File: src/nasti_pkg.sv
// NASTI response codes, burst field types and parameter width limits
package nasti_pkg;

   // response codes returned by the memory
   typedef enum logic [1:0] {
      resp_okay   = 2'b00,
      resp_slverr = 2'b10
   } nasti_resp_t;

   // burst length minus one
   typedef logic [7:0] nasti_len_t;

   // log2 of bytes per beat
   typedef logic [2:0] nasti_size_t;

   // widest fields the memory accepts
   localparam int max_id_width   = 16;
   localparam int max_user_width = 16;
   localparam int max_data_width = 256;

endpackage

File: src/nasti_ram_write.sv
// AW, W and B channel controller with burst word counter and error tracking
`timescale 1ns/10ps

module nasti_ram_write #(
   parameter int ID_WIDTH   = 1,
   parameter int USER_WIDTH = 1,
   parameter int ADDR_WIDTH = 16,
   parameter int DATA_WIDTH = 128,
   parameter int MEM_WORDS  = 1024
) (
   input  logic                         clk,
   input  logic                         rstn,
   // write address channel
   input  logic                         aw_valid,
   output logic                         aw_ready,
   input  logic [ID_WIDTH-1:0]          aw_id,
   input  logic [ADDR_WIDTH-1:0]        aw_addr,
   input  nasti_pkg::nasti_len_t        aw_len,
   input  nasti_pkg::nasti_size_t       aw_size,
   input  logic [USER_WIDTH-1:0]        aw_user,
   // write data channel
   input  logic                         w_valid,
   output logic                         w_ready,
   input  logic [DATA_WIDTH-1:0]        w_data,
   input  logic [DATA_WIDTH/8-1:0]      w_strb,
   input  logic                         w_last,
   // write response channel
   output logic                         b_valid,
   input  logic                         b_ready,
   output logic [ID_WIDTH-1:0]          b_id,
   output nasti_pkg::nasti_resp_t       b_resp,
   output logic [USER_WIDTH-1:0]        b_user,
   // store write port
   output logic                         wr_en,
   output logic [$clog2(MEM_WORDS)-1:0] wr_addr,
   output logic [DATA_WIDTH/8-1:0]      wr_be,
   output logic [DATA_WIDTH-1:0]        wr_data
);
   import nasti_pkg::*;

   localparam int BYTES     = DATA_WIDTH / 8;
   localparam int OFFSET    = $clog2(BYTES);
   localparam int IDX_BITS  = ADDR_WIDTH - OFFSET;
   localparam int WORD_BITS = $clog2(MEM_WORDS);

   typedef enum logic [1:0] {
      st_idle,
      st_data,
      st_resp
   } state_t;

   state_t                state;
   state_t                state_next;
   logic [ID_WIDTH-1:0]   id_q;
   logic [USER_WIDTH-1:0] user_q;
   nasti_len_t            len_q;
   nasti_len_t            beat_q;
   logic [IDX_BITS-1:0]   idx_q;
   logic                  err_q;
   logic                  aw_hs;
   logic                  w_hs;
   logic                  b_hs;
   logic                  in_range;
   logic                  last_beat;

   assign aw_hs     = aw_valid && aw_ready;
   assign w_hs      = w_valid && w_ready;
   assign b_hs      = b_valid && b_ready;
   assign in_range  = (idx_q < MEM_WORDS);
   assign last_beat = (beat_q == len_q);

   assign w_ready = (state == st_data);
   assign b_valid = (state == st_resp);
   assign b_id    = id_q;
   assign b_user  = user_q;

   // beats beyond the memory are dropped
   assign wr_en   = w_hs && in_range;
   assign wr_addr = idx_q[WORD_BITS-1:0];
   assign wr_be   = w_strb;
   assign wr_data = w_data;

   always_comb begin
      if (err_q) begin
         b_resp = resp_slverr;
      end else begin
         b_resp = resp_okay;
      end
   end

   always_comb begin
      state_next = state;
      case (state)
         st_idle: if (aw_hs) state_next = st_data;
         st_data: if (w_hs && last_beat) state_next = st_resp;
         st_resp: if (b_hs) state_next = st_idle;
         default: state_next = st_idle;
      endcase
   end

   always_ff @(posedge clk or negedge rstn) begin
      if (!rstn) begin
         state    <= st_idle;
         aw_ready <= 1'b0;
         beat_q   <= '0;
         idx_q    <= '0;
         err_q    <= 1'b0;
      end else begin
         state    <= state_next;
         aw_ready <= (state_next == st_idle);
         if (aw_hs) begin
            beat_q <= '0;
            idx_q  <= aw_addr[ADDR_WIDTH-1:OFFSET];
            err_q  <= 1'b0;
         end else if (w_hs) begin
            beat_q <= beat_q + 1'b1;
            idx_q  <= idx_q + 1'b1;
            // sticky over the whole burst
            if (!in_range) begin
               err_q <= 1'b1;
            end
         end
      end
   end

   // request fields held for the response
   always_ff @(posedge clk) begin
      if (aw_hs) begin
         id_q   <= aw_id;
         user_q <= aw_user;
         len_q  <= aw_len;
      end
   end

   initial begin
      assert (ID_WIDTH <= max_id_width) else $error("ID_WIDTH above %0d", max_id_width);
      assert (USER_WIDTH <= max_user_width) else $error("USER_WIDTH above %0d", max_user_width);
      assert (DATA_WIDTH <= max_data_width) else $error("DATA_WIDTH above %0d", max_data_width);
      assert (MEM_WORDS <= 2**IDX_BITS) else $error("MEM_WORDS exceeds address space");
   end

   // only full-width beats
   a_aw_size : assert property (@(posedge clk) disable iff (!rstn)
      aw_hs |-> (aw_size == OFFSET));

   a_w_last : assert property (@(posedge clk) disable iff (!rstn)
      w_hs |-> (w_last == last_beat));

   a_b_hold : assert property (@(posedge clk) disable iff (!rstn)
      (b_valid && !b_ready) |=> b_valid);

endmodule

File: config.mk
export PLATFORM = sky130hd
export DESIGN_NAME = nasti_ram_write
export DESIGN_NICKNAME = d
export VERILOG_FILES = /design/src/nasti_pkg.sv /design/src/nasti_ram_write.sv
export SDC_FILE = /design/constraint.sdc
export NUM_CORES = 1
export LEC_CHECK = 0
export BUFFER_PORTS_ARGS = -buffer_cell sky130_fd_sc_hd__buf_2
export CORE_AREA = 2 2 131 133
export CTS_CLUSTER_DIAMETER = 40
export DETAILED_ROUTE_END_ITERATION = 10
export DIE_AREA = 0 0 133 135
export PLACE_DENSITY = 0.53
export SLEW_MARGIN = 10
export SYNTH_ARGS = -nofsm -noshare
export SYNTH_HDL_FRONTEND = slang
export SYNTH_SLANG_ARGS = --single-unit
export TNS_END_PERCENT = 20
File: constraint.sdc
create_clock -name clk -period 2.35 [get_ports clk]
set_clock_uncertainty 0.2 [all_clocks]
set_input_delay 0.235 -clock clk [delete_from_list [all_inputs] [get_ports clk]]
set_output_delay 0.235 -clock clk [all_outputs]
set_load 0.05 [all_outputs]
* Word-level counts from Yosys, hierarchy flattened
Cells that the tools add are included.
Word-level totals: register bits after elaboration 34, input port bits 179, output and inout bits 162, word-level logic and storage cells 36
Cells by class: $add $sub $neg 2, magnitude comparators 1, equal/unequal tests 4, multiplexer cells 12, reduce and logical (&&, ||, !) cells 9
Operators with widths (count):
- 12-bit 2-to-1 mux | 2
- 8-bit 2-to-1 mux | 2
- 12-bit by 1-bit adder with 12-bit output, second input constant | 1
- 12-bit by 11-bit < comparator with 1-bit output, second input constant | 1
- 8-bit by 1-bit adder with 8-bit output, second input constant | 1
- 8-bit == test | 1
- 2-bit 2-to-1 mux | 4
- 2-bit one-hot mux with 3 select lines | 1
- 1-bit logical AND | 5
- 2-bit logical NOT | 2
- 1-bit 2-to-1 mux | 3
- 2-bit by 1-bit == test with 1-bit output, second input constant | 1
- 2-bit == test, second input constant | 1
- 2-bit != test, second input constant | 1
- 2-bit AND reduction | 1
- 2-bit nonzero test | 1

* Longest topological paths before layout
depth in word-level cells 6, depth in mapped cells 6, gate-level depth less buffers 5

* Worst setup path before layout
No wires, ideal clock.
path type flip-flop to output port, start reg state[1], end out wr_en, arrival time 1780 ps, slack 135 ps, cell stages (with the launch flop) 4, path buffers 1, path through dfrtp_1 > nand3b_4 > buf_6 > nor3_1
On the way: cells in the longest elaborated chain, start to end 3
RTL lines:
- start: declaration | RTL line nasti_ram_write.sv:52 | state_t state;
- start signal: assignment | RTL line nasti_ram_write.sv:103 | state <= st_idle;
- start signal: assignment | RTL line nasti_ram_write.sv:109 | state <= state_next;
- 2-bit by 1-bit == test with 1-bit output | RTL line nasti_ram_write.sv:72 | assign w_ready = (state == st_data);
- 1-bit logical AND | RTL line nasti_ram_write.sv:67 | assign w_hs = w_valid && w_ready;
- 1-bit logical AND | RTL line nasti_ram_write.sv:78 | assign wr_en = w_hs && in_range;
- end: declaration | RTL line nasti_ram_write.sv:34 | output logic wr_en,
No other way between the ends.

* Worst setup path in the final report
Same ends and word-level chain as after synthesis.

==> metrics.md <==
| Metric | Value |
|---|---|
| Peak VDD IR | 0.000368 V |
| Clk buf depth | 2 |
| Post-Synth Adder-Cell Area | 0.873% |
| IO Port Bufs | 43 |
| Post-synth EDFFs | 10 |
| Initial antenna violation count | 0 |
| Drt total wl | 7.72 mm |
| Final hold vios | 0 |
| Yosys top cell area share | about two fifths |
| Achievable Freq | 0.475 GHz |
| Endpoints failing setup | 0 |
| Area of the multi-input gates | 743 um^2 |
| Fin. max-slew vios | 0 |
| Vias/cell | 3.37 |
| Largest net degree at the start of global routing | 25 |
| Vias in the first global route | 1609 |
| Synth Instances | about 310 |
| Period utilization | between 80% and 90% |
| Non-Filler Instances | 440 |
| Multiplexer share of the synthesized area | 0% |
| Main combinational cell family by area after synthesis | buffers and inverters |
| CTS tree | done |
| Hold Crit Depth | 3 |
| Ant. Diodes | 0 |
| Filler instances | 1840 |
| Compound-Gate Fraction of Synth Area | 3.62% |
| First-pass GRT wire length | 10.8 mm |
| Fraction of registers with async set/reset | 70.6% |
| Clock slew at reported path FFs | roughly 0.060 ns |
| Seq/Total Area, Yosys | a little under a third |
| Status | complete, no violations |
| Synth Area in XOR/XNOR | 7.64% |
| Die X | 133 um |
| Synth top area cells | buf_4, dfrtp_1, edfxtp_1 |
| DP Cell Count | 413 |
| Grt total ovfl | 0 |
| Post-CTS setup buffer count | 0 |
| Core Box Area | 16400 um^2 |
| # resized after CTS | 0 |
| Power density cells | 1200 nW/um^2 |
| Synth area leader | buf_4 |
| Hold Buf Count CTS | 19 |
| Area of the mapped netlist | between 2000 and 3000 um^2 |
| Fin Setup TNS | 0 ns |
| I/O pin cnt | 341 |
| Simple-gate share of the synthesized area | a little over an eighth |
| GRT Overall Usage | 8.35% |
| Proportion of layout cells with a drive suffix above 1 | between 20% and 30% |
| Sink Count | 34 |
| DR iter-0 viols | 30 |
| Area Growth Syn to Fin | -11.7% |
| Post-synth top flop | dfrtp_1 |
| Crit. End Element | primary output |
| Syn_nets | 489 |
| Total die area | 18000 um^2 |
| FF+latch count, synth | 34 |
| Num rows | 47 |
| CP max FO | 11 |
| Max cap viols | 0 |
| DRC viols | 0 |
| Total CTS buffers | 5 |
| Worst min path class | in -> reg |
| Crit path DAT | between 1.5 and 2 ns |
| Die Y | 135 um |
| Antenna-violating nets left | 0 |
| Startpoint types | flip-flop |
| P_leak | 0.000982 uW |
| Initial Utilization | 17.5% |
| Fin crit period | 2.11 ns |
| Clk Latency, worst-skew pair | 0.28 ns |
| Least-Margin Pin Slew | a little under 0.6 ns |
| Register area | 901 um^2 |
| R2R cell count | 5 |
| CP Class | reg -> out |
| CP required | 1.91 ns |
| Final HPWL DP | ~6.4 mm |
| Clock root buffer | clkbuf_16 |
| Synth unique cells | 34 |
| H-tree levels | 2 |
| WL/cell | ~18 um |
| RSZ-0062 raised after global routing | false |
| Final #Nets | 400 |
| Number of synthesis warnings | 0 |
| Post-synthesis average cell area | roughly 9.3 um^2 |
| Via Count | 1483 |
| Final GP Congestion | 0.726 |
| Max_slew headroom | 60.3% |
| First-pass DRT Iterations | 4 |
| Finished Core Util | between 10% and 20% |
kinds of logic (layout without fill, tap and decap cells):
family,count (synthesis),count (layout)
simple gates,62,62
flops,34,34
fa+ha+maj,2,2
buf+inv,165,77
xor+xnor,25,25
compound gates,19,19
other cells,1,1
power by group:
part,internal [uW],switching (uW)
sequential,811,256
combinational,372,829
clock,500,265
placed cells by master (no fill, tap or decap), drive strengths merged, types with 3 or more instances in the layout:
| cell type | n |
|---|---|
| a21oi | 6 |
| buf | 46 |
| clkbuf | 5 |
| dfrtp | 24 |
| dlygate4sd3 | 19 |
| edfxtp | 10 |
| inv | 3 |
| nand2 | 17 |
| nand3 | 6 |
| nand4 | 9 |
| nor2 | 11 |
| nor3 | 4 |
| nor4 | 5 |
| o21ai | 10 |
| xnor2 | 14 |
| xor2 | 11 |
area by class of cell:
type	instances	share of cell area (%)
Sequential cell	34	35.6
Multi-Input combinational cell	109	29.3
Timing Repair Buffer	65	16.9
Tap cell	220	10.9
Clock buffer	5	4.94
Clock inverter	3	1.78
Inverter	4	0.593
cell usage after synthesis, types with 2 or more instances:
cell	instances
a21oi_1	6
a2bb2oi_1	2
and2_1	2
buf_4	157
buf_6	2
dfrtp_1	24
edfxtp_1	10
ha_1	2
inv_1	3
nand2_1	17
nand3_1	6
nand4_1	8
nor2_1	11
nor2b_1	2
nor3_1	4
nor4_4	3
o21ai_0	9
xnor2_1	14
xor2_1	11
final timing paths:
kind                        startpoint        end  slack, ns
setup reg to reg              state[1]   idx_q[4]       0.55
setup / recovery              state[1]      wr_en       0.24
hold reg to reg                  err_q      err_q       0.33
max in group asynchronous         rstn   idx_q[2]       1.26
min in group asynchronous         rstn      err_q       0.29
hold / removal             aw_addr[14]  idx_q[10]      0.002
sequential cells by signal, summed over array words and instances, names as in the netlist:
register and cells:
idx_q 12, state 2, len_q 8, aw_ready 1, b_id 1, b_user 1, err_q 1, beat_q 8
routing by layer:
metal	GRT usage, %	up-vias	wire (um)
met2	14.7	131	3910
li1	-	664	-
met3	6.83	35	1440
met4	3.94	0	293
met1	6.60	653	2070
met5	0	-	0
through the flow:
step	total power (uW)	area [um^2]	setup slack (ns)	hold WS, ns
4_1_cts	3070	2530	0.238	0.00918
6_report	3030	2530	0.244	0.00177
2_1_floorplan	2730	2870	0.135	-0.261
5_1_grt	3230	2530	0.161	0.0181
3_5_place_dp	2270	2170	0.545	0.0863
3_3_place_gp	2250	2170	0.535	0.0754
critical path: stages (launching register included):
cell and delay [ns]:
dfrtp_1 0.44, nand3b_4 0.30, nor3_1 0.31, buf_2 0.34
(Power assumes the default switching activity.)
