<file path="config.mk">
export PLATFORM = sky130hd
export DESIGN_NAME = nasti_ram_read
export DESIGN_NICKNAME = d
export VERILOG_FILES = /design/src/nasti_pkg.sv /design/src/nasti_ram_read.sv
export SDC_FILE = /design/constraint.sdc
export NUM_CORES = 1
export LEC_CHECK = 0
export BUFFER_PORTS_ARGS = -buffer_cell sky130_fd_sc_hd__buf_2
export CORE_MARGIN = 1
export CORE_UTILIZATION = 42
export CTS_BUF_LIST = sky130_fd_sc_hd__clkbuf_4 sky130_fd_sc_hd__clkbuf_8 sky130_fd_sc_hd__clkbuf_16
export DETAILED_ROUTE_END_ITERATION = 16
export GPL_ROUTABILITY_DRIVEN = 0
export PLACE_DENSITY = 0.86
export REMOVE_ABC_BUFFERS = 1
export SYNTH_ARGS = -nofsm -noshare
export SYNTH_HDL_FRONTEND = slang
export SYNTH_SLANG_ARGS = --single-unit
</file>
<file path="constraint.sdc">
create_clock -name clk -period 7.12 [get_ports clk]
set_input_delay 2.136 -clock clk [delete_from_list [all_inputs] [get_ports clk]]
set_output_delay 2.136 -clock clk [all_outputs]
set_load 0.1 [all_outputs]
</file>
<file path="src/nasti_pkg.sv">
// NASTI response codes, burst field types and parameter width limits
package nasti_pkg;

   // response codes returned by the memory
   typedef enum logic [1:0] {
      resp_okay   = 2'b00,
      resp_slverr = 2'b10
   } nasti_resp_t;

   // burst length minus one
   typedef logic [7:0] nasti_len_t;

   // log2 of bytes per beat
   typedef logic [2:0] nasti_size_t;

   // widest fields the memory accepts
   localparam int max_id_width   = 16;
   localparam int max_user_width = 16;
   localparam int max_data_width = 256;

endpackage

</file>
<file path="src/nasti_ram_read.sv">
// AR and R channel controller with burst counter and registered read beat
`timescale 1ns/10ps

module nasti_ram_read #(
   parameter int ID_WIDTH   = 1,
   parameter int USER_WIDTH = 1,
   parameter int ADDR_WIDTH = 16,
   parameter int DATA_WIDTH = 128,
   parameter int MEM_WORDS  = 1024
) (
   input  logic                         clk,
   input  logic                         rstn,
   // read address channel
   input  logic                         ar_valid,
   output logic                         ar_ready,
   input  logic [ID_WIDTH-1:0]          ar_id,
   input  logic [ADDR_WIDTH-1:0]        ar_addr,
   input  nasti_pkg::nasti_len_t        ar_len,
   input  nasti_pkg::nasti_size_t       ar_size,
   input  logic [USER_WIDTH-1:0]        ar_user,
   // read data channel
   output logic                         r_valid,
   input  logic                         r_ready,
   output logic [ID_WIDTH-1:0]          r_id,
   output logic [DATA_WIDTH-1:0]        r_data,
   output nasti_pkg::nasti_resp_t       r_resp,
   output logic                         r_last,
   output logic [USER_WIDTH-1:0]        r_user,
   // store read port
   output logic                         rd_en,
   output logic [$clog2(MEM_WORDS)-1:0] rd_addr,
   input  logic [DATA_WIDTH-1:0]        rd_data
);
   import nasti_pkg::*;

   localparam int BYTES     = DATA_WIDTH / 8;
   localparam int OFFSET    = $clog2(BYTES);
   localparam int IDX_BITS  = ADDR_WIDTH - OFFSET;
   localparam int WORD_BITS = $clog2(MEM_WORDS);

   typedef enum logic [1:0] {
      st_idle,
      st_fetch,
      st_present
   } state_t;

   state_t                state;
   state_t                state_next;
   logic [ID_WIDTH-1:0]   id_q;
   logic [USER_WIDTH-1:0] user_q;
   nasti_len_t            len_q;
   nasti_len_t            beat_q;
   logic [IDX_BITS-1:0]   idx_q;
   logic [IDX_BITS-1:0]   rd_idx;
   logic                  hit_q;
   logic                  rd_hit;
   logic                  ar_hs;
   logic                  r_hs;
   logic                  issue;

   assign ar_hs = ar_valid && ar_ready;
   assign r_hs  = r_valid && r_ready;

   // first read on AR and the next one on each non-final R transfer
   assign issue   = ar_hs || (r_hs && !r_last);
   assign rd_idx  = (state == st_idle) ? ar_addr[ADDR_WIDTH-1:OFFSET] : idx_q;
   assign rd_hit  = (rd_idx < MEM_WORDS);
   assign rd_en   = issue && rd_hit;
   assign rd_addr = rd_idx[WORD_BITS-1:0];

   assign r_valid = (state == st_present);
   assign r_id    = id_q;
   assign r_user  = user_q;

   always_comb begin
      state_next = state;
      case (state)
         st_idle:    if (ar_hs) state_next = st_fetch;
         st_fetch:   state_next = st_present;
         st_present: if (r_hs) state_next = r_last ? st_idle : st_fetch;
         default:    state_next = st_idle;
      endcase
   end

   always_ff @(posedge clk or negedge rstn) begin
      if (!rstn) begin
         state    <= st_idle;
         ar_ready <= 1'b0;
         beat_q   <= '0;
         idx_q    <= '0;
         hit_q    <= 1'b0;
      end else begin
         state    <= state_next;
         ar_ready <= (state_next == st_idle);
         if (issue) begin
            idx_q <= rd_idx + 1'b1;
            hit_q <= rd_hit;
         end
         if (ar_hs) begin
            beat_q <= '0;
         end else if (r_hs) begin
            beat_q <= beat_q + 1'b1;
         end
      end
   end

   always_ff @(posedge clk) begin
      if (ar_hs) begin
         id_q   <= ar_id;
         user_q <= ar_user;
         len_q  <= ar_len;
      end
   end

   // store word or zero past the end captured into the beat
   always_ff @(posedge clk) begin
      if (state == st_fetch) begin
         r_last <= (beat_q == len_q);
         if (hit_q) begin
            r_data <= rd_data;
            r_resp <= resp_okay;
         end else begin
            r_data <= '0;
            r_resp <= resp_slverr;
         end
      end
   end

   a_ar_size : assert property (@(posedge clk) disable iff (!rstn)
      ar_hs |-> (ar_size == OFFSET));

   // a stalled beat must not change under the master
   a_r_stable : assert property (@(posedge clk) disable iff (!rstn)
      (r_valid && !r_ready) |=> (r_valid && $stable(r_data) && $stable(r_resp)
                                 && $stable(r_last) && $stable(r_id) && $stable(r_user)));

endmodule

</file>
; Word level (Yosys, flattened, before mapping)
; Cells that the tools add are included.
[totals]
regBits = 165
out_inout_bits = 146
elab_cells = 34
[op_classes]
addsub = 2
n_lt_le_gt_ge = 1
eq_ne = 3
n_mux = 8
reduce_logical = 9
[ops]
columns = cell, count
row1 = 8-bit two-way mux, 2
row2 = "12-bit by 1-bit adder with 12-bit output, second input constant", 1
row3 = "12-bit by 11-bit < comparator with 1-bit output, second input constant", 1
row4 = 12-bit two-way mux, 1
row5 = "8-bit by 1-bit adder with 8-bit output, second input constant", 1
row6 = 8-bit equality test, 1
row7 = 2-bit two-way mux, 3
row8 = 2-bit one-hot mux with 3 select lines, 1
row9 = 1-bit logical AND, 4
row10 = 2-bit logical NOT, 2
row11 = "2-bit by 1-bit equality test with 1-bit output, second input constant", 1
row12 = "2-bit equality test, second input constant", 1
row13 = 2-bit nonzero test, 1
row14 = 1-bit logical NOT, 1
row15 = 1-bit logical OR, 1
row16 = 1-bit two-way mux, 1

; Logic depth before layout (Yosys ltp)
; Gate-level depths: netlist (run 1).
[logic_depth]
depth_word = 5
mapped_depth = 11
mapped_depth_nobuf = 9

; Worst setup path after synthesis (run 1)
; Ideal clock, no wire load.
[synth_path]
path_kind = flip-flop to flip-flop
start = register state[1]
end = register r_data[0] (enable)
arrival_ns = 6.447
required_time_ns = 6.482
setup_slack_ns = 0.035
path_stages_with_launch = 4
n_path_buf = 2
synth_period_minus_slack_ns = 7.085
cell_sequence = dfrtp_1 -> buf_6 -> buf_2 -> nor2b_1
[synth_via]
elab_chain_len = 1
[synth_rtl]
columns = item, line
row1 = from (decl), nasti_ram_read.sv:47  ; state_t state;
row2 = from (signal assigned), nasti_ram_read.sv:87  ; state <= st_idle;
row3 = from (signal assigned), nasti_ram_read.sv:93  ; state <= state_next;
row4 = 2-bit by 1-bit equality test with 1-bit output, nasti_ram_read.sv:117  ; if (state == st_fetch) begin
row5 = to (signal assigned), nasti_ram_read.sv:120  ; r_data <= rd_data;
row6 = to (decl), nasti_ram_read.sv:25  ; output logic [DATA_WIDTH-1:0] r_data,
; No other way between the ends.
; A chain may end at the register's enable or synchronous reset.

; Worst setup path in the final report (run 1)
[layout_path]
start = input ar_valid
end = output rd_en
[layout_via]
elab_chain_len = 3
[layout_rtl]
columns = item, line
row1 = from (decl), nasti_ram_read.sv:14  ; input logic ar_valid,
row2 = 1-bit logical AND, nasti_ram_read.sv:61  ; assign ar_hs = ar_valid && ar_ready;
row3 = 1-bit logical OR, nasti_ram_read.sv:65  ; assign issue = ar_hs || (r_hs && !r_last);
row4 = 1-bit logical AND, nasti_ram_read.sv:68  ; assign rd_en = issue && rd_hit;
row5 = to (decl), nasti_ram_read.sv:30  ; output logic rd_en,
; No other way between the ends.

==> reports/summary.json, run 1 <==
{
  "via_per_inst": {"value": 4.69},
  "fin_setup_tns": {"value": 0, "unit": "ns"},
  "syn_to_final_growth": {"value": 33.8, "unit": "%"},
  "final_setup_violation_count": {"value": 0},
  "slew_headroom": {"value": 35.5, "unit": "%"},
  "worstPathRequired": {"value": 4.98, "unit": "ns"},
  "synth-main-ff-cell": {"value": "sky130_fd_sc_hd__edfxtp_1"},
  "critPathMostFrequentCell": {"value": "sky130_fd_sc_hd__buf_2"},
  "min_period_over_period": {"value": 78.8, "unit": "%"},
  "max_cap_viol_count": {"value": 0},
  "regArea": {"value": 4810, "unit": "um^2"},
  "total_die_area": {"value": 16500, "unit": "um^2"},
  "cts-buffers-inserted": {"value": 17},
  "cell_with_the_most_instances_after_synthesis": {"value": "sky130_fd_sc_hd__edfxtp_1"},
  "timing.critical_path.from": {"value": "ar_valid"},
  "global_route_wire_length_before_repair": {"value": 24900, "unit": "um"},
  "root_buffer": {"value": "sky130_fd_sc_hd__clkbuf_16"},
  "cts_h_tree_lvls": {"value": 4},
  "holdWs": {"value": 0.519, "unit": "ns"},
  "synth_area_leaders": {"value": "sky130_fd_sc_hd__edfxtp_1, sky130_fd_sc_hd__and2_1, sky130_fd_sc_hd__dfrtp_1, sky130_fd_sc_hd__xnor2_1, sky130_fd_sc_hd__nand2_1"},
  "grt_max_degree": {"value": 131},
  "detail_route.wirelength": {"value": 16700, "unit": "um"},
  "filler_cells_inserted": {"value": 1250},
  "die-height": {"value": 128, "unit": "um"},
  "grt-ovfl-total": {"value": 0},
  "first_global_vias": {"value": 4869},
  "postLayoutSetupSlackWorst": {"value": 1.51, "unit": "ns"},
  "post_synth.cell_area_avg": {"value": 14.2, "unit": "um^2"},
  "nNetsFinal": {"value": 932},
  "grt_antenna_before_repair": {"value": 3},
  "clock_insertion_delay_worst_skew": {"value": 0.42, "unit": "ns"},
  "post_cts_buffers": {"value": 0},
  "hold_removal_path_class": {"value": "flip-flop to flip-flop"},
  "most_area_hungry_cell_type_in_the_yosys_netlist": {"value": "sky130_fd_sc_hd__edfxtp_1"},
  "cp_data_arrival_time": {"value": 3.47, "unit": "ns"},
  "detail_route.drc_violations": {"value": 0},
  "postSynth.asyncResetShare": {"value": 14.6, "unit": "%"},
  "clockBufferDepth": {"value": 2},
  "crit_path_slowest_cell": {"value": "sky130_fd_sc_hd__a21oi_1"},
  "status": {"value": "completed"},
  "die_w": {"value": 128, "unit": "um"},
  "route.detailed.wl_per_inst": {"value": 16.8, "unit": "um"},
  "postRouteAntennaNets": {"value": 0},
  "cts_repair_resize_count": {"value": 0},
  "vias": {"value": 4668},
  "hold_start": {"value": "idx_q[1]"},
  "numClockSinks": {"value": 164},
  "std_cell_rows": {"value": 45},
  "worst_pin_slew": {"value": 0.967, "unit": "ns"},
  "cp_cell_sequence": {"value": "buf_2 -> and2_1 -> buf_4 -> a21oi_1 -> nor2_1 -> buf_2"},
  "half_perimeter_wire_length_after_placement": {"value": 12100, "unit": "um"},
  "grt.total_usage": {"value": 20.8, "unit": "%"},
  "setup.worst_path.end_class": {"value": "output pin"},
  "synth-edff-count": {"value": 140},
  "first_iter_violations": {"value": 218},
  "crit-reg2reg-launch": {"value": "state[1]"},
  "crit_type": {"value": "primary input to output pin"},
  "fmax": {"value": 0.178, "unit": "GHz"},
  "finalHoldViolCount": {"value": 0},
  "slew_viol_final": {"value": 0},
  "floorplan.initialDensity": {"value": 43.6, "unit": "%"},
  "setup.worst_path.start_class": {"value": "primary input"},
  "ys.warnings.count": {"value": 0},
  "cp_slowest_stage_delay": {"value": 0.46, "unit": "ns"},
  "post_synth_most_frequent_cells": {"value": "sky130_fd_sc_hd__edfxtp_1, sky130_fd_sc_hd__and2_1, sky130_fd_sc_hd__nand2_1"},
  "postSynthRegisterBits": {"value": 164},
  "cts.clk_slew.worst_paths": {"value": 0.06, "unit": "ns"},
  "synth_top_area_share": {"value": 62.7, "unit": "%"},
  "cts_tree": {"value": "done"},
  "rsz0062_at_grt": {"value": "no"},
  "synthCells": {"value": 473},
  "synthesis.area": {"value": 6710, "unit": "um^2"},
  "drt_pass1_iterations": {"value": 4},
  "drive_gt1_share": {"value": 44.0, "unit": "%"},
  "cts_hold_buf": {"value": 0},
  "ios": {"value": 307},
  "critPathMaxFanout": {"value": 20},
  "port_buffers": {"value": 298},
  "core": {"value": 15400, "unit": "um^2"},
  "finalCriticalPeriod": {"value": 5.61, "unit": "ns"},
  "area_used_by_multi_input_combinational_logic": {"value": 1770, "unit": "um^2"},
  "preCtsSetupSlack": {"value": 1.48, "unit": "ns"},
  "fin_skew": {"value": 0.0139, "unit": "ns"},
  "share_of_synthesized_area_occupied_by_flip_flops_and_latches": {"value": 71.6, "unit": "%"},
  "netlist-cell-type-count": {"value": 46}
}
## layout make-up
type	instances	share of cell area, %
clock inverters	15	1.73
flip-flops and latches	164	53.6
multi-input cells	278	19.8
clock buffers	17	4.74
well taps	211	2.94
diodes	2	0.0558
inverters	6	0.251
repair buffers	302	17.0
## critical path, delay by kind of cell
kind | cells | cell delay [ns]
AO/OA/AOI/OAI | 1 | 0.46
buffers and inverters | 3 | 0.61
AND/OR/NAND/NOR | 2 | 0.25
## stage by stage
stage	utilization, %	instances	instance area (um^2)
3_5_place_dp	54.6	961	8390
4_1_cts	58.3	993	8970
5_1_grt	58.4	994	8970
2_1_floorplan	-	448	6590
3_3_place_gp	54.6	961	8390
6_report	58.4	995	8970
## flip-flops by register name, summed over array words and instances, names as in the netlist
name and flops:
r_id 1, r_resp 1, idx_q 12, state 2, r_last 1, hit_q 1
len_q 8, ar_ready 1, beat_q 8, r_user 1, r_data 128
## cell families (layout without fill, tap and decap cells)
family | Yosys count | after routing | share of synthesized area (%)
AND/OR/NAND/NOR | 209 | 209 | 18.1
flip-flops | 164 | 164 | 71.6
AO/OA/AOI/OAI | 37 | 37 | 3.79
buffers and inverters | 31 | 340 | 2.01
XOR/XNOR | 23 | 23 | 3.00
multiplexers | 6 | 6 | 1.03
adder cells (fa/ha/maj) | 2 | 2 | 0.373
other | 1 | 3 | 0.0559
## placed cells by master (no fill, tap or decap), types with 4 or more instances in the layout
| cell | synthesis | final |
|---|---|---|
| sky130_fd_sc_hd__nand2_1 | 30 | 30 |
| sky130_fd_sc_hd__o211ai_1 | 7 | 7 |
| sky130_fd_sc_hd__buf_4 | 1 | 4 |
| sky130_fd_sc_hd__and2_1 | 129 | 129 |
| sky130_fd_sc_hd__a21oi_1 | 11 | 11 |
| sky130_fd_sc_hd__clkbuf_16 | 0 | 17 |
| sky130_fd_sc_hd__nand4_1 | 6 | 6 |
| sky130_fd_sc_hd__edfxtp_1 | 140 | 140 |
| sky130_fd_sc_hd__dfrtp_1 | 24 | 23 |
| sky130_fd_sc_hd__xor2_1 | 10 | 10 |
| sky130_fd_sc_hd__inv_1 | 6 | 6 |
| sky130_fd_sc_hd__nor2_1 | 22 | 22 |
| sky130_fd_sc_hd__inv_8 | 0 | 6 |
| sky130_fd_sc_hd__nand3_1 | 4 | 4 |
| sky130_fd_sc_hd__buf_2 | 6 | 298 |
| sky130_fd_sc_hd__o21ai_0 | 5 | 5 |
| sky130_fd_sc_hd__xnor2_1 | 13 | 13 |
## per-layer routing
layer	global-route usage (%)	up-vias	wire, um
met5	0	-	13
met4	7.61	2	354
met3	9.27	27	1470
met2	37.6	165	9030
met1	21.0	2231	5820
li1	-	2243	-
## final timing paths
kind | end | slack, ns | cells past startpoint
min in group asynchronous | idx_q[4] | 1.70 | 1
max in group asynchronous | hit_q | 5.02 | 1
max | rd_en | 1.51 | 6
min | idx_q[1] | 0.52 | 2
max reg2reg | idx_q[10] | 4.12 | 9
min reg2reg | idx_q[1] | 0.52 | 2
Power of run 1 is left out: the tool's default activity adds up to more than one toggle a clock period on the data nets, which glitch-free logic cannot reach.
==> run 2, diff against run 1 <==
--- a/config.mk
+++ b/config.mk
@@ -5,6 +5,7 @@
 export SDC_FILE = /design/constraint.sdc
 export NUM_CORES = 1
 export LEC_CHECK = 0
+export ABC_AREA = 1
 export BUFFER_PORTS_ARGS = -buffer_cell sky130_fd_sc_hd__buf_2
 export CORE_MARGIN = 1
 export CORE_UTILIZATION = 42
==> constraint.sdc (replaced) <==
create_clock -name clk -period 5.05 [get_ports clk]
set_input_delay 1.515 -clock clk [delete_from_list [all_inputs] [get_ports clk]]
set_output_delay 1.515 -clock clk [all_outputs]
set_load 0.1 [all_outputs]
==> reports/summary.json, run 2 <==
{
  "biggestRegsByFlops": {"value": "r_data: 128 flops, idx_q: 12 flops"},
  "worst_r2r_path_depth": {"value": 3, "change": "-6"},
  "fmax": {"value": 0.225, "unit": "GHz"},
  "worstPathRequired": {"value": 3.54, "unit": "ns", "change": "-1.44 ns"},
  "synth_top_area_share": {"value": 62.5, "unit": "%", "change": "-0.14 points"},
  "detail_route.drc_violations": {"value": 0, "change": "unchanged"},
  "synth-edff-count": {"value": 140, "change": "unchanged"},
  "cts.clk_slew.worst_paths": {"value": 0.06, "unit": "ns", "change": "about the same"},
  "largest_register_ffs": {"value": 128, "change": "unchanged"},
  "regMostFlops": {"value": "r_data"},
  "nNetsFinal": {"value": 1084, "change": "+16%"},
  "status": {"value": "completed"},
  "most_area_hungry_cell_type_in_the_yosys_netlist": {"value": "sky130_fd_sc_hd__edfxtp_1"},
  "ios": {"value": 307, "change": "unchanged"},
  "layout.cells.most_common_list": {"value": "sky130_fd_sc_hd__buf_2, sky130_fd_sc_hd__nand2_1, sky130_fd_sc_hd__inv_1"},
  "min_period_over_period": {"value": 88.1, "unit": "%"},
  "regArea": {"value": 4810, "unit": "um^2", "change": "about the same"},
  "cts_repair_resize_count": {"value": 0, "change": "unchanged"},
  "grt.total_usage": {"value": 18.9, "unit": "%", "change": "-1.8 points"},
  "synth-main-ff-cell": {"value": "sky130_fd_sc_hd__edfxtp_1"},
  "cts_tree": {"value": "done"},
  "crit_type": {"value": "primary input to output pin"},
  "std_cell_rows": {"value": 45, "change": "unchanged"},
  "grt-ovfl-total": {"value": 0, "change": "unchanged"},
  "global_route_wire_length_before_repair": {"value": 23200, "unit": "um", "change": "-6.9%"},
  "slew_viol_final": {"value": 0, "change": "unchanged"},
  "place_inst": {"value": 1113, "change": "+16%"},
  "clockBufferDepth": {"value": 2, "change": "unchanged"},
  "setup.worst_path.start_class": {"value": "primary input"},
  "cts_h_tree_lvls": {"value": 4, "change": "unchanged"},
  "die-height": {"value": 129, "unit": "um", "change": "+0.11%"},
  "setup.worst_path.end_class": {"value": "output pin"},
  "postSynth.asyncResetShare": {"value": 14.6, "unit": "%", "change": "unchanged"},
  "ys.warnings.count": {"value": 0, "change": "unchanged"},
  "post_cts_buffers": {"value": 0, "change": "unchanged"},
  "half_perimeter_wire_length_after_placement": {"value": 11400, "unit": "um", "change": "-5.8%"},
  "hold_start": {"value": "idx_q[1]"},
  "vias": {"value": 5042, "change": "+8.0%"},
  "final_cell_count_no_fill": {"value": 1146, "change": "+15%"},
  "hold_removal_path_class": {"value": "flip-flop to flip-flop"},
  "core": {"value": 15400, "unit": "um^2", "change": "+0.37%"},
  "crit-reg2reg-launch": {"value": "state[0]"},
  "cts_hold_buf": {"value": 0, "change": "unchanged"},
  "slew_headroom": {"value": 34.6, "unit": "%", "change": "-0.88 points"},
  "max_cap_viol_count": {"value": 0, "change": "unchanged"},
  "grt_antenna_before_repair": {"value": 1, "change": "-2"},
  "synthesis.area": {"value": 6720, "unit": "um^2", "change": "+0.22%"},
  "preCtsSetupSlack": {"value": 0.622, "unit": "ns", "change": "-0.858 ns"},
  "cp_data_arrival_time": {"value": 2.93, "unit": "ns", "change": "-0.54 ns"},
  "reg2reg_setup_slack": {"value": 2.82, "unit": "ns", "change": "-1.30 ns"},
  "route.detailed.wl_per_inst": {"value": 13.4, "unit": "um", "change": "-20%"},
  "postSynthRegisterBits": {"value": 164, "change": "unchanged"},
  "post_synth.cell_area_avg": {"value": 10.9, "unit": "um^2", "change": "-23%"},
  "synthCells": {"value": 619, "change": "+31%"},
  "first_iter_violations": {"value": 276, "change": "+27%"},
  "syn_to_final_growth": {"value": 34.7, "unit": "%"},
  "postLayoutSetupSlackWorst": {"value": 0.602, "unit": "ns", "change": "-0.909 ns"},
  "root_buffer": {"value": "sky130_fd_sc_hd__clkbuf_16"},
  "post_synth_most_frequent_cells": {"value": "sky130_fd_sc_hd__nand2_1, sky130_fd_sc_hd__inv_1, sky130_fd_sc_hd__edfxtp_1"},
  "min_delay_path_depth": {"value": 2, "change": "unchanged"},
  "die_w": {"value": 129, "unit": "um", "change": "+0.11%"},
  "cell_with_the_most_instances_after_synthesis": {"value": "sky130_fd_sc_hd__nand2_1"},
  "postRouteAntennaNets": {"value": 0, "change": "unchanged"},
  "finalCriticalPeriod": {"value": 4.45, "unit": "ns"},
  "grt_max_degree": {"value": 98, "change": "-25%"},
  "first_global_vias": {"value": 4754, "change": "-2.4%"},
  "numClockSinks": {"value": 164, "change": "unchanged"},
  "worst_pin_slew": {"value": 0.978, "unit": "ns", "change": "+0.0109 ns"},
  "via_per_inst": {"value": 4.40, "change": "-6.2%"},
  "total_die_area": {"value": 16500, "unit": "um^2", "change": "+0.22%"},
  "final_setup_violation_count": {"value": 0, "change": "unchanged"},
  "clock_insertion_delay_worst_skew": {"value": 0.42, "unit": "ns", "change": "about the same"},
  "mostFrequentLayoutCell": {"value": "sky130_fd_sc_hd__buf_2"},
  "area_used_by_multi_input_combinational_logic": {"value": 1270, "unit": "um^2", "change": "-29%"},
  "fin_skew": {"value": 0.00811, "unit": "ns", "change": "-0.00582 ns"},
  "synth_area_leaders": {"value": "sky130_fd_sc_hd__edfxtp_1, sky130_fd_sc_hd__nand2_1, sky130_fd_sc_hd__dfrtp_1, sky130_fd_sc_hd__inv_1, sky130_fd_sc_hd__nand3_1"},
  "detail_route.wirelength": {"value": 15400, "unit": "um", "change": "-7.7%"},
  "port_buffers": {"value": 298, "change": "unchanged"},
  "floorplan.initialDensity": {"value": 43.6, "unit": "%", "change": "-0.062 points"},
  "drive_gt1_share": {"value": 37.0, "unit": "%", "change": "-6.9 points"},
  "rsz0062_at_grt": {"value": "no"},
  "critPathMaxFanout": {"value": 13, "change": "-35%"},
  "finalHoldViolCount": {"value": 0, "change": "unchanged"},
  "min_delay_worst_endpoint": {"value": "idx_q[1]"},
  "filler_cells_inserted": {"value": 1281, "change": "+2.5%"},
  "drt_pass1_iterations": {"value": 4, "change": "unchanged"},
  "netlist-cell-type-count": {"value": 34, "change": "-26%"},
  "share_of_synthesized_area_occupied_by_flip_flops_and_latches": {"value": 71.5, "unit": "%", "change": "-0.16 points"},
  "cts-buffers-inserted": {"value": 17, "change": "unchanged"},
  "timing.rr.end": {"value": "r_data[71]"}
}
run 2: changes by cell type after synthesis, moves of 4 or more:
cell | before | now
sky130_fd_sc_hd__o21ai_1 | 3 | 7
sky130_fd_sc_hd__buf_2 | 6 | 1
sky130_fd_sc_hd__xor2_1 | 10 | 3
sky130_fd_sc_hd__and2_1 | 129 | 0
sky130_fd_sc_hd__a21oi_1 | 11 | 6
sky130_fd_sc_hd__xnor2_1 | 13 | 5
sky130_fd_sc_hd__o21ai_0 | 5 | 9
sky130_fd_sc_hd__nand3_1 | 4 | 17
sky130_fd_sc_hd__inv_1 | 6 | 152
sky130_fd_sc_hd__o211ai_1 | 7 | 0
sky130_fd_sc_hd__nand2_1 | 30 | 196
sky130_fd_sc_hd__nor2_1 | 22 | 15
run 2: cell type report:
| type | count | share of cell area [%] |
|---|---|---|
| sequential | 164 | 53.1 |
| timing repair buffer | 301 | 16.9 |
| multi-input combinational | 284 | 14.0 |
| inverter | 153 | 6.34 |
| clock buffer | 19 | 4.86 |
| tap | 211 | 2.92 |
| clock inverter | 13 | 1.91 |
| antenna | 1 | 0.0276 |
run 2: worst max-delay path by stage:
stage,cells after the start,start,end,slack [ns]
after floorplan,4,state[0],ar_ready,-1.55
after global placement,7,r_ready,rd_en,0.68
after detailed placement,7,r_ready,rd_en,0.62
after CTS,7,r_ready,rd_en,0.62
after global routing,7,r_ready,rd_en,0.54
final,7,r_ready,rd_en,0.60
run 2: metal layers:
| metal | GRT usage (%) | vias to the layer above | share of wire, % |
|---|---|---|---|
| li1 | - | 2515 | - |
| met5 | 0 | - | 0 |
| met2 | 33.1 | 204 | 51 |
| met4 | 8.37 | 0 | 2.1 |
| met3 | 6.69 | 27 | 8.2 |
| met1 | 20.8 | 2296 | 39 |
run 2: critical path: stages:
cell and delay (ns):
sky130_fd_sc_hd__buf_2 0.09, sky130_fd_sc_hd__nand3_2 0.16, sky130_fd_sc_hd__or2_1 0.27, sky130_fd_sc_hd__nand2_1 0.09
sky130_fd_sc_hd__inv_2 0.12, sky130_fd_sc_hd__nor3_2 0.20, sky130_fd_sc_hd__buf_2 0.47
run 2: per-stage QoR:
stage / instance area, um^2 / utilization [%] / hold WS [ns] / TNS, ns
CTS: 9050 / 58.7 / 0.475 / 0
global placement: 8440 / 54.7 / 0.454 / 0
global route: 9050 / 58.7 / 0.517 / 0
floorplan: 6640 / - / 0.442 / -199.70
finish: 9050 / 58.7 / 0.471 / 0
detailed placement: 8440 / 54.7 / 0.460 / 0
run 2: cell families (layout without fill, tap and decap cells):
kind of cell               Yosys count  in the layout  share of synthesized area (%)
DFF                                164            164                           71.5
xor gates and xnor gates             8              8                           1.04
and+or+nand+nor                    245            245                           14.9
other                                1              2                         0.0558
buffers and inverters              171            486                           9.79
adders and majority gates            2              2                          0.372
AOI/OAI and AO/OA                   28             28                           2.33
Power of run 2 is left out for the same reason.
==> run 3, diff against run 2 <==
--- a/config.mk
+++ b/config.mk
@@ -5,7 +5,6 @@
 export SDC_FILE = /design/constraint.sdc
 export NUM_CORES = 1
 export LEC_CHECK = 0
-export ABC_AREA = 1
 export BUFFER_PORTS_ARGS = -buffer_cell sky130_fd_sc_hd__buf_2
 export CORE_MARGIN = 1
 export CORE_UTILIZATION = 42
==> reports/summary.json, run 3 (synthesis gave the netlist of run 1 again) <==
{
  "crit_type": {"value": "primary input to output pin"},
  "die-height": {"value": 128, "unit": "um", "change": "-0.11%"},
  "drive_gt1_share": {"value": 44.0, "unit": "%", "change": "+6.9 points"},
  "status": {"value": "completed"},
  "mostFrequentLayoutCell": {"value": "sky130_fd_sc_hd__buf_2"},
  "first_global_vias": {"value": 4811, "change": "+1.2%"},
  "regMostFlops": {"value": "r_data"},
  "vias": {"value": 4718, "change": "-6.4%"},
  "finalHoldViolCount": {"value": 0, "change": "unchanged"},
  "floorplan.initialDensity": {"value": 43.6, "unit": "%", "change": "+0.062 points"},
  "slew_viol_final": {"value": 0, "change": "unchanged"},
  "worstPathRequired": {"value": 3.54, "unit": "ns", "change": "about the same"},
  "grt-ovfl-total": {"value": 0, "change": "unchanged"},
  "total_die_area": {"value": 16500, "unit": "um^2", "change": "-0.22%"},
  "first_iter_violations": {"value": 349, "change": "+26%"},
  "route.detailed.wl_per_inst": {"value": 16.6, "unit": "um", "change": "+24%"},
  "grt_antenna_before_repair": {"value": 5, "change": "+4"},
  "min_period_over_period": {"value": 85.0, "unit": "%", "change": "-3.1 points"},
  "ios": {"value": 307, "change": "unchanged"},
  "cts_tree": {"value": "done"},
  "die_w": {"value": 128, "unit": "um", "change": "-0.11%"},
  "hold_removal_path_class": {"value": "flip-flop to flip-flop"},
  "clockBufferDepth": {"value": 2, "change": "unchanged"},
  "grt_max_degree": {"value": 131, "change": "+34%"},
  "clock_insertion_delay_worst_skew": {"value": 0.43, "unit": "ns", "change": "about the same"},
  "half_perimeter_wire_length_after_placement": {"value": 11800, "unit": "um", "change": "+3.8%"},
  "postRouteAntennaNets": {"value": 0, "change": "unchanged"},
  "post_cts_buffers": {"value": 0, "change": "unchanged"},
  "drt_pass1_iterations": {"value": 4, "change": "unchanged"},
  "setup.worst_path.start_class": {"value": "primary input"},
  "std_cell_rows": {"value": 45, "change": "unchanged"},
  "cts-buffers-inserted": {"value": 17, "change": "unchanged"},
  "largest_register_ffs": {"value": 128, "change": "unchanged"},
  "worst_r2r_path_depth": {"value": 9, "change": "+6"},
  "finalCriticalPeriod": {"value": 4.29, "unit": "ns", "change": "-0.157 ns"},
  "worst_pin_slew": {"value": 0.768, "unit": "ns", "change": "-0.210 ns"},
  "nNetsFinal": {"value": 932, "change": "-14%"},
  "cp_data_arrival_time": {"value": 2.78, "unit": "ns", "change": "-0.15 ns"},
  "core": {"value": 15400, "unit": "um^2", "change": "-0.36%"},
  "slew_headroom": {"value": 48.8, "unit": "%", "change": "+14 points"},
  "detail_route.wirelength": {"value": 16600, "unit": "um", "change": "+7.9%"},
  "detail_route.drc_violations": {"value": 0, "change": "unchanged"},
  "setup.worst_path.end_class": {"value": "output pin"},
  "root_buffer": {"value": "sky130_fd_sc_hd__clkbuf_16"},
  "final_setup_violation_count": {"value": 0, "change": "unchanged"},
  "cts_hold_buf": {"value": 0, "change": "unchanged"},
  "holdWs": {"value": 0.508, "unit": "ns", "change": "+0.0361 ns"},
  "min_delay_path_depth": {"value": 2, "change": "unchanged"},
  "syn_to_final_growth": {"value": 34.6, "unit": "%", "change": "about the same"},
  "layout.cells.most_common_list": {"value": "sky130_fd_sc_hd__buf_2, sky130_fd_sc_hd__edfxtp_1, sky130_fd_sc_hd__and2_1"},
  "rsz0062_at_grt": {"value": "no"},
  "fmax": {"value": 0.233, "unit": "GHz", "change": "+3.7%"},
  "via_per_inst": {"value": 4.73, "change": "+7.5%"},
  "port_buffers": {"value": 298, "change": "unchanged"},
  "critPathMaxFanout": {"value": 8, "change": "-5"},
  "numClockSinks": {"value": 164, "change": "unchanged"},
  "fin_skew": {"value": 0.0157, "unit": "ns", "change": "+0.00759 ns"},
  "cts_repair_resize_count": {"value": 0, "change": "unchanged"},
  "cts.clk_slew.worst_paths": {"value": 0.06, "unit": "ns", "change": "about the same"},
  "biggestRegsByFlops": {"value": "r_data: 128 flops, idx_q: 12 flops"},
  "grt.total_usage": {"value": 20.4, "unit": "%", "change": "+1.5 points"},
  "cts_h_tree_lvls": {"value": 4, "change": "unchanged"},
  "global_route_wire_length_before_repair": {"value": 24600, "unit": "um", "change": "+5.9%"},
  "max_cap_viol_count": {"value": 0, "change": "unchanged"}
}
run 3: cell count changes in the layout (fill, tap and decap cells not counted), moves of 5 or more:
cell,delta
sky130_fd_sc_hd__a21oi_1,+5
sky130_fd_sc_hd__inv_1,-146
sky130_fd_sc_hd__nor2_1,+8
sky130_fd_sc_hd__o211ai_1,+7
sky130_fd_sc_hd__nand3_1,-13
sky130_fd_sc_hd__nand2_1,-166
sky130_fd_sc_hd__and2_1,+129
sky130_fd_sc_hd__xor2_1,+7
sky130_fd_sc_hd__xnor2_1,+8
run 3: metrics by stage:
step	cell area (um^2)	worst slack, ns	std cells	utilization [%]	TNS, ns
after detailed placement	8400	0.747	961	54.7	0
after global placement	8400	0.770	961	54.7	0
after CTS	9020	0.736	993	58.7	0
after global routing	9020	0.665	996	58.7	0
after floorplan	6590	-1.98	448	-	-260.67
final	9030	0.759	998	58.7	0
run 3: worst paths after layout:
check	startpoint	endpoint	slack [ns]
min in group asynchronous	rstn	idx_q[4]	1.07
worst max-delay path	r_ready	rd_en	0.76
worst max register to register	state[1]	idx_q[10]	2.05
worst min register to register	idx_q[1]	idx_q[1]	0.51
max in group asynchronous	rstn	hit_q	3.58
worst min-delay path	idx_q[1]	idx_q[1]	0.51
run 3: cell type report:
class / instances / area [um^2]
Sequential cell: 164 / 4810
Fill cell: 1216 / 6340
Tap cell: 211 / 264
Clock inverter: 15 / 191
Multi-Input combinational cell: 278 / 1770
Antenna cell: 5 / 12.5
Clock buffer: 17 / 425
Timing Repair Buffer: 302 / 1530
Inverter: 6 / 22.5
run 3: worst max-delay path: stages:
cell	delay, ns
sky130_fd_sc_hd__buf_2	0.10
sky130_fd_sc_hd__and3b_1	0.31
sky130_fd_sc_hd__a21oi_1	0.11
sky130_fd_sc_hd__buf_4	0.17
sky130_fd_sc_hd__nor2_1	0.12
sky130_fd_sc_hd__buf_2	0.45
run 3: routing by layer:
| layer | track usage, % | share of wire (%) | wire [um] | vias to the layer above |
|---|---|---|---|---|
| li1 | - | - | - | 2252 |
| met1 | 20.3 | 34 | 5610 | 2242 |
| met2 | 36.2 | 54 | 8990 | 198 |
| met3 | 10.1 | 10 | 1690 | 24 |
| met4 | 8.44 | 1.9 | 310 | 2 |
| met5 | 0 | 0.10 | 17 | - |
Power of run 3 is left out for the same reason.
